==> src/lock_mgr_pkg.sv <==
package lock_mgr_pkg;

  // **************************************************
  // Sizes
  // **************************************************

  // Accelerators sharing the lock manager
  localparam int unsigned num_accs = 4;
  localparam int unsigned acc_id_bits = 2;

  // Lock table
  localparam int unsigned num_locks = 4;
  localparam int unsigned lock_id_bits = 2;

  // Stream widths
  localparam int unsigned cmd_word_bits = 64;
  localparam int unsigned ack_bits = 8;

  // **************************************************
  // Command word layout
  // **************************************************

  // Command type sits in the low byte
  localparam int unsigned cmd_type_bits = 8;
  // Lock id follows right above the command type
  // Everything above the lock id is unused by the lock unit
  localparam int unsigned reserved_bits = cmd_word_bits - cmd_type_bits - lock_id_bits;

  // **************************************************
  // Command and acknowledge codes
  // **************************************************

  localparam logic [cmd_type_bits-1:0] cmd_lock_code = 8'h01;
  localparam logic [cmd_type_bits-1:0] cmd_unlock_code = 8'h02;

  // Lock was free and is now taken
  localparam logic [ack_bits-1:0] ack_ok_code = 8'h01;
  // Lock was already held
  localparam logic [ack_bits-1:0] ack_reject_code = 8'h00;

  // **************************************************
  // Lock unit FSM encoding
  // **************************************************

  localparam int unsigned state_bits = 2;
  localparam logic [state_bits-1:0] st_read_header = 2'd0;
  localparam logic [state_bits-1:0] st_check_lock = 2'd1;
  localparam logic [state_bits-1:0] st_send_ack = 2'd2;

  // Two views of one command word
  // raw is passed along untouched, hdr is what the lock unit decodes
  typedef union packed {
    logic [cmd_word_bits-1:0] raw;
    struct packed {
      logic [reserved_bits-1:0] reserved;
      logic [lock_id_bits-1:0] lock_id;
      logic [cmd_type_bits-1:0] cmd_type;
    } hdr;
  } lock_cmd_u;

endpackage

==> src/lock_cmd_arbiter.sv <==
`timescale 1ns/100ps

module lock_cmd_arbiter (
  input  logic ap_clk,
  input  logic ap_rst_n,
  // Accelerator command streams
  input  logic [lock_mgr_pkg::num_accs-1:0] cmd_valid,
  input  logic [lock_mgr_pkg::num_accs-1:0][lock_mgr_pkg::cmd_word_bits-1:0] cmd_data,
  output logic [lock_mgr_pkg::num_accs-1:0] cmd_ready,
  // Merged stream towards the lock unit
  output logic arb_valid,
  output logic [lock_mgr_pkg::cmd_word_bits-1:0] arb_data,
  output logic [lock_mgr_pkg::acc_id_bits-1:0] arb_acc_id,
  input  logic arb_ready
);

  // Round-robin pointer, first accelerator to look at
  logic [lock_mgr_pkg::acc_id_bits-1:0] rr_ptr;
  // Accelerator currently under test in the scan
  logic [lock_mgr_pkg::acc_id_bits-1:0] scan_id;
  // Winner of this cycle
  logic [lock_mgr_pkg::acc_id_bits-1:0] grant_id;
  logic grant_found;
  // Output register empty or being drained this cycle
  logic out_free;
  // A command is taken into the output register
  logic take;

  // **************************************************
  // Grant selection
  // **************************************************

  // Scan from rr_ptr upwards, wrapping at num_accs
  always_comb begin
    grant_found = 1'b0;
    grant_id = rr_ptr;
    scan_id = rr_ptr;
    for (int i = 0; i < lock_mgr_pkg::num_accs; i++) begin
      scan_id = rr_ptr + i[lock_mgr_pkg::acc_id_bits-1:0];
      if (!grant_found && cmd_valid[scan_id]) begin
        grant_found = 1'b1;
        grant_id = scan_id;
      end
    end
  end

  assign out_free = !arb_valid || arb_ready;
  assign take = grant_found && out_free;

  // Only the granted accelerator sees ready
  always_comb begin
    cmd_ready = '0;
    if (take) begin
      cmd_ready[grant_id] = 1'b1;
    end
  end

  // **************************************************
  // Output register
  // **************************************************

  // Valid and priority pointer
  always_ff @(posedge ap_clk) begin
    if (!ap_rst_n) begin
      arb_valid <= 1'b0;
      rr_ptr <= '0;
    end else begin
      if (take) begin
        arb_valid <= 1'b1;
        // Next search starts just past the one served
        rr_ptr <= grant_id + 1'b1;
      end else if (arb_ready) begin
        arb_valid <= 1'b0;
      end
    end
  end

  // Payload with the sender id as tag
  always_ff @(posedge ap_clk) begin
    if (take) begin
      arb_data <= cmd_data[grant_id];
      arb_acc_id <= grant_id;
    end
  end

endmodule

==> src/lock_unit.sv <==
`timescale 1ns/100ps

module lock_unit (
  input  logic ap_clk,
  input  logic ap_rst_n,
  // Tagged command stream from the arbiter
  input  logic arb_valid,
  input  logic [lock_mgr_pkg::cmd_word_bits-1:0] arb_data,
  input  logic [lock_mgr_pkg::acc_id_bits-1:0] arb_acc_id,
  output logic arb_ready,
  // Acknowledge stream to the router
  output logic ack_valid,
  output logic [lock_mgr_pkg::ack_bits-1:0] ack_data,
  output logic [lock_mgr_pkg::acc_id_bits-1:0] ack_dest,
  input  logic ack_ready
);

  // FSM state
  logic [lock_mgr_pkg::state_bits-1:0] state;

  // One bit per lock, set means held
  logic [lock_mgr_pkg::num_locks-1:0] lock_table;

  // Incoming word seen through the union
  lock_mgr_pkg::lock_cmd_u cmd_in;

  // Captured command fields
  logic [lock_mgr_pkg::cmd_type_bits-1:0] cmd_type_q;
  logic [lock_mgr_pkg::lock_id_bits-1:0] lock_id_q;
  // Sender of the command, becomes the ack destination
  logic [lock_mgr_pkg::acc_id_bits-1:0] acc_id_q;
  // Pending acknowledge code
  logic [lock_mgr_pkg::ack_bits-1:0] ack_code_q;

  assign cmd_in.raw = arb_data;

  // **************************************************
  // Stream handshakes
  // **************************************************

  // Accept commands only while idle
  assign arb_ready = (state == lock_mgr_pkg::st_read_header);

  // Ack is offered for as long as the FSM waits in SEND_ACK
  assign ack_valid = (state == lock_mgr_pkg::st_send_ack);
  assign ack_data = ack_code_q;
  assign ack_dest = acc_id_q;

  // **************************************************
  // Command capture
  // **************************************************

  // Decode through the hdr view on the transfer
  always_ff @(posedge ap_clk) begin
    if (state == lock_mgr_pkg::st_read_header && arb_valid) begin
      cmd_type_q <= cmd_in.hdr.cmd_type;
      lock_id_q <= cmd_in.hdr.lock_id;
      acc_id_q <= arb_acc_id;
    end
  end

  // **************************************************
  // FSM and lock table
  // **************************************************

  always_ff @(posedge ap_clk) begin
    if (!ap_rst_n) begin
      state <= lock_mgr_pkg::st_read_header;
      lock_table <= '0;
    end else begin
      case (state)
        lock_mgr_pkg::st_read_header: begin
          if (arb_valid) begin
            state <= lock_mgr_pkg::st_check_lock;
          end
        end

        lock_mgr_pkg::st_check_lock: begin
          if (cmd_type_q == lock_mgr_pkg::cmd_lock_code) begin
            // Test and set, lock ends up held either way
            lock_table[lock_id_q] <= 1'b1;
            state <= lock_mgr_pkg::st_send_ack;
          end else begin
            // Unlock needs no ack
            if (cmd_type_q == lock_mgr_pkg::cmd_unlock_code) begin
              lock_table[lock_id_q] <= 1'b0;
            end
            // Unknown codes are simply dropped
            state <= lock_mgr_pkg::st_read_header;
          end
        end

        lock_mgr_pkg::st_send_ack: begin
          // Stall here while the router buffer is full
          if (ack_ready) begin
            state <= lock_mgr_pkg::st_read_header;
          end
        end

        default: begin
          state <= lock_mgr_pkg::st_read_header;
        end
      endcase
    end
  end

  // Ack code depends on the lock bit before the set
  always_ff @(posedge ap_clk) begin
    if (state == lock_mgr_pkg::st_check_lock) begin
      if (lock_table[lock_id_q]) begin
        ack_code_q <= lock_mgr_pkg::ack_reject_code;
      end else begin
        ack_code_q <= lock_mgr_pkg::ack_ok_code;
      end
    end
  end

endmodule

==> src/lock_ack_router.sv <==
`timescale 1ns/100ps

module lock_ack_router (
  input  logic ap_clk,
  input  logic ap_rst_n,
  // Acknowledge stream from the lock unit
  input  logic ack_valid,
  input  logic [lock_mgr_pkg::ack_bits-1:0] ack_data,
  input  logic [lock_mgr_pkg::acc_id_bits-1:0] ack_dest,
  output logic ack_ready,
  // Per-accelerator acknowledge streams
  output logic [lock_mgr_pkg::num_accs-1:0] acc_ack_valid,
  output logic [lock_mgr_pkg::num_accs-1:0][lock_mgr_pkg::ack_bits-1:0] acc_ack_data,
  input  logic [lock_mgr_pkg::num_accs-1:0] acc_ack_ready
);

  // One-entry buffer per accelerator
  logic [lock_mgr_pkg::num_accs-1:0] buf_valid;
  logic [lock_mgr_pkg::num_accs-1:0][lock_mgr_pkg::ack_bits-1:0] buf_data;

  // Ack transfer from the lock unit this cycle
  logic fill;

  // Only the addressed buffer decides back-pressure
  assign ack_ready = !buf_valid[ack_dest];
  assign fill = ack_valid && ack_ready;

  assign acc_ack_valid = buf_valid;
  assign acc_ack_data = buf_data;

  // **************************************************
  // Buffer control
  // **************************************************

  // Each buffer drains on its own, so a slow
  // accelerator only holds up its own acks
  always_ff @(posedge ap_clk) begin
    if (!ap_rst_n) begin
      buf_valid <= '0;
    end else begin
      for (int i = 0; i < lock_mgr_pkg::num_accs; i++) begin
        if (buf_valid[i] && acc_ack_ready[i]) begin
          buf_valid[i] <= 1'b0;
        end
        // Fill only happens into an empty buffer
        if (fill && ack_dest == i[lock_mgr_pkg::acc_id_bits-1:0]) begin
          buf_valid[i] <= 1'b1;
        end
      end
    end
  end

  // Ack payload, loaded into the addressed slot
  always_ff @(posedge ap_clk) begin
    if (fill) begin
      buf_data[ack_dest] <= ack_data;
    end
  end

endmodule

==> src/lock_mgr_top.sv <==
`timescale 1ns/100ps

module lock_mgr_top (
  input  logic ap_clk,
  input  logic ap_rst_n,
  // Command streams from the accelerators
  input  logic [lock_mgr_pkg::num_accs-1:0] cmd_valid,
  input  logic [lock_mgr_pkg::num_accs-1:0][lock_mgr_pkg::cmd_word_bits-1:0] cmd_data,
  output logic [lock_mgr_pkg::num_accs-1:0] cmd_ready,
  // Acknowledge streams back to the accelerators
  output logic [lock_mgr_pkg::num_accs-1:0] acc_ack_valid,
  output logic [lock_mgr_pkg::num_accs-1:0][lock_mgr_pkg::ack_bits-1:0] acc_ack_data,
  input  logic [lock_mgr_pkg::num_accs-1:0] acc_ack_ready
);

  // Arbiter to lock unit
  logic arb_valid;
  logic arb_ready;
  logic [lock_mgr_pkg::cmd_word_bits-1:0] arb_data;
  logic [lock_mgr_pkg::acc_id_bits-1:0] arb_acc_id;

  // Lock unit to router
  logic ack_valid;
  logic ack_ready;
  logic [lock_mgr_pkg::ack_bits-1:0] ack_data;
  logic [lock_mgr_pkg::acc_id_bits-1:0] ack_dest;

  // **************************************************
  // Command merge
  // **************************************************

  lock_cmd_arbiter i_arbiter (
    .ap_clk     (ap_clk),
    .ap_rst_n   (ap_rst_n),
    .cmd_valid  (cmd_valid),
    .cmd_data   (cmd_data),
    .cmd_ready  (cmd_ready),
    .arb_valid  (arb_valid),
    .arb_data   (arb_data),
    .arb_acc_id (arb_acc_id),
    .arb_ready  (arb_ready)
  );

  // **************************************************
  // Lock table
  // **************************************************

  lock_unit i_lock_unit (
    .ap_clk     (ap_clk),
    .ap_rst_n   (ap_rst_n),
    .arb_valid  (arb_valid),
    .arb_data   (arb_data),
    .arb_acc_id (arb_acc_id),
    .arb_ready  (arb_ready),
    .ack_valid  (ack_valid),
    .ack_data   (ack_data),
    .ack_dest   (ack_dest),
    .ack_ready  (ack_ready)
  );

  // Acks go back to the issuing accelerator
  lock_ack_router i_router (
    .ap_clk        (ap_clk),
    .ap_rst_n      (ap_rst_n),
    .ack_valid     (ack_valid),
    .ack_data      (ack_data),
    .ack_dest      (ack_dest),
    .ack_ready     (ack_ready),
    .acc_ack_valid (acc_ack_valid),
    .acc_ack_data  (acc_ack_data),
    .acc_ack_ready (acc_ack_ready)
  );

endmodule

==> config.mk <==
export PLATFORM = sky130hd
export DESIGN_NAME = lock_mgr_top
export DESIGN_NICKNAME = d
export VERILOG_FILES = /design/src/lock_mgr_pkg.sv /design/src/lock_cmd_arbiter.sv /design/src/lock_unit.sv /design/src/lock_ack_router.sv /design/src/lock_mgr_top.sv
export SDC_FILE = /design/constraint.sdc
export NUM_CORES = 1
export LEC_CHECK = 0
export ABC_AREA = 1
export CAP_MARGIN = 10
export CORE_AREA = 2 2 120 122
export CTS_CLUSTER_SIZE = 10
export DETAILED_ROUTE_END_ITERATION = 12
export DIE_AREA = 0 0 122 124
export DONT_BUFFER_PORTS = 1
export SETUP_SLACK_MARGIN = 0.4
export SLEW_MARGIN = 20
export SYNTH_ARGS = -nofsm -noshare
export SYNTH_HDL_FRONTEND = slang
export SYNTH_SLANG_ARGS = --single-unit
export TNS_END_PERCENT = 20
==> constraint.sdc <==
create_clock -name ap_clk -period 4.84 [get_ports ap_clk]
set_input_delay 0.484 -clock ap_clk [delete_from_list [all_inputs] [get_ports ap_clk]]
set_output_delay 0.484 -clock ap_clk [all_outputs]
set_load 0.01 [all_outputs]
==> run_results.csv <==
group,metric,value,unit
global_route,grtUsageMet2,0.103,
synth,netlist-cell-type-count,31,
critical_path,critical_path.max_stage_delay,0.59,ns
sta,setup_viol_count_final,0,
drt,num_vias,1885,
min_path,worstHoldPathCells,2,
sta,finalSetupTns,0,ns
drt,drt_iter0_drc,83,
sta,rsz0062_at_grt,"false",
flow_run,drv_cap,0,
cells_and_area,layout_commonest_cell,"nand2_1",
sta,final_max_slew_viol_count,0,
clock_tree,hold_buffers,0,
power_and_ir_drop,ir_worst_vdd,449,uV
sta,tightest_slew,0.950,ns
sta,period_share,0.655,
cells_and_area,nets,573,
critical_path,path_max_fanout,24,
critical_path,worstSetupEndpointType,"primary output",
cells_and_area,drive_above_1_share,0.127,
die,fp.dieH,124,um
clock_tree,post_cts_buffers,0,
drt,route.detailed.drc,0,
clock_tree,insertion_delay,0.29,ns
placement,place.gp.congestion,0.735,
drt,first_pass_iters,6,
synth,synth_edf_count,29,
synth,syn_avg_cell_area,8.10,um^2
sta,timing.hold.ws,0.330,ns
die,ioPinCount,306,
die,initial_core_util,0.184,
cells_and_area,final_cell_mix,"nand2_1 (83), nand3_1 (51), edfxtp_1 (29)",
synth,synth_area,2530,um^2
power_and_ir_drop,power_density,669,nW/um^2
placement,portBuffers,0,
clock_tree,path_clk_slew,0.07,ns
sta,final_hold_viol_count,0,
cells_and_area,synthToLayoutAreaGrowth,6.84,%
power_and_ir_drop,pwr-share-comb,0.476,
global_route,grt_max_degree,25,
global_route,overflow,0,
clock_tree,cts_buffers,5,
placement,dp_hpwl,4050,um
critical_path,worstSetupPathType,"reg -> out",
global_route,antenna_found_initial,0,
die,fp-row-count,43,
power_and_ir_drop,p_seq_frac,0.341,
run_status,outcome,"completed",
die,die-area,15100,um^2
drt,wirelength,5190,um
power_and_ir_drop,netSwitchingFraction,0.459,
global_route,grt_pass1_wl,7900,um
clock_tree,cts_tree,"done",
critical_path,cp.required,4.36,ns
clock_tree,clock_sinks,42,
clock_tree,cts_root_buf,"clkbuf_16",
critical_path,crit_chain,"inv_2, nand2_1, nand2_2, nand2_1, nand2_4, nand2_1, nand2_1, nand3_1, nand3_1, nand2_2, inv_2, nor3_2",
power_and_ir_drop,switchingPower,829,uW
critical_path,cp.arrival,2.69,ns
synth,synth-main-ff-cell,"edfxtp_1",
drt,final_antenna_net_count,0,
power_and_ir_drop,clockPowerShare,0.183,
global_route,grt_use_met1,0.0919,
synth,ys_ff_latch,42,
power_and_ir_drop,power_leakage,1.17,nW
global_route,grt_usage,0.0680,
clock_tree,cts_max_path_buffers,2,
die,core,13700,um^2
sta,relSlewSlack,0.364,
min_path,min_path_type,"in -> reg",
die,die_width,122,um
sta,fin_crit,3.17,ns
critical_path,ff2ff_path_depth,13,
clock_tree,htreeDepth,2,
power_and_ir_drop,p_int,976,uW
synth,yosys_warnings,0,
global_route,gr-max-usage-layer,"met2",
critical_path,path_common_cell,"nand2_1",
synth,async_flop_share,0,
clock_tree,cts_resized,0,
global_route,grt_pass1_vias,1625,
drt,viasPerCell,3.86,
synth,netlist_instances,312,
global_route,grt.met3_usage,0.0179,
critical_path,startpoint_type,"flip-flop",
sta,fmaxAchievable,315,MHz
cells_and_area,antennaDiodeCount,0,
synth,ys_seq_area_frac,0.448,
critical_path,cp_slowest_cell,"dfxtp_1",
drt,avgRoutedWirePerCell,10.6,um
sta,clock_skew,0.0121,ns
[cells by family after synthesis]
family,synth area share
simple gates,0.344
compound gates,0.0421
flops,0.448
buf+inv,0.165
other cells,0.00148
[sequential cells by signal (all words and copies together), names as in the netlist, named ones only]
signal,cells
i_lock_unit.ack_data,1
i_lock_unit.cmd_type_q,8
i_lock_unit.ack_dest,2
i_router.acc_ack_data,4
i_arbiter.arb_acc_id,2
i_lock_unit.state,2
i_arbiter.rr_ptr,2
i_router.acc_ack_valid,4
i_arbiter.arb_valid,1
i_arbiter.arb_data,10
i_lock_unit.lock_id_q,2
[synth_stat cells, types with 2 or more instances]
| master | number | area [um^2] |
|---|---|---|
| dfxtp_1 | 13 | 260 |
| a21oi_1 | 7 | 35.0 |
| nor3_1 | 7 | 35.0 |
| inv_2 | 4 | 15.0 |
| nand3_1 | 51 | 255 |
| nor2_2 | 2 | 12.5 |
| nand2_2 | 15 | 93.8 |
| nand2_1 | 83 | 312 |
| nand2_4 | 2 | 22.5 |
| edfxtp_1 | 29 | 871 |
| buf_4 | 35 | 263 |
| nor2_1 | 16 | 60.1 |
| nand4_1 | 2 | 12.5 |
| a211oi_1 | 4 | 30.0 |
| inv_1 | 26 | 97.6 |
[area by class of cell]
type | count | area [um^2]
flip-flops and latches | 42 | 1130
multi-input cells | 227 | 1080
fillers | 1527 | 11000
clock inverters | 3 | 18.8
clock buffers | 5 | 125
well taps | 180 | 225
inverters | 31 | 119
[metrics by stage]
stage	power (mW)	instances	cell area [um^2]	setup WS, ns	utilization
2_1_floorplan	1.40	339	2630	2.80	-
3_3_place_gp	1.47	480	2550	2.07	0.186
3_5_place_dp	1.49	480	2550	1.99	0.186
4_1_cts	1.83	488	2700	1.66	0.197
5_1_grt	1.97	488	2700	1.35	0.197
6_report	1.81	488	2700	1.67	0.197
[layer usage]
metal / wire length, um / share of wire
met1: 2520 / 0.49
met2: 2300 / 0.44
met3: 309 / 0.060
met4: 63 / 0.012
met5: 0 / 0
[critical path: cells and delay by family (launching register included)]
| kind | cells | cell delay, ns |
|---|---|---|
| and+or+nand+nor | 10 | 1.38 |
| DFF | 1 | 0.59 |
| buffers and inverters | 2 | 0.42 |
[path summary, 6_finish.rpt]
kind                               startpoint                                 end  slack (ns)
min reg2reg   i_arbiter.arb_data[8]$_DFFE_PP_  i_lock_unit.lock_id_q[0]$_DFFE_PP_        0.42
max reg2reg  i_arbiter.rr_ptr[0]$_SDFFE_PN0P_     i_arbiter.arb_data[0]$_DFFE_PP_        2.17
max          i_arbiter.rr_ptr[0]$_SDFFE_PN0P_                        cmd_ready[3]        1.67
min                                  ap_rst_n    i_arbiter.arb_valid$_SDFFE_PN0P_        0.33
[power by group through the flow]
stage | clock (mW) | sequential [mW] | combinational [mW]
4_1_cts | 0.341 | 0.617 | 0.869
2_1_floorplan | 0 | 0.597 | 0.805
3_3_place_gp | 0 | 0.622 | 0.846
3_5_place_dp | 0 | 0.625 | 0.866
5_1_grt | 0.355 | 0.630 | 0.984
6_report | 0.330 | 0.616 | 0.859
(Power assumes the default switching activity.)
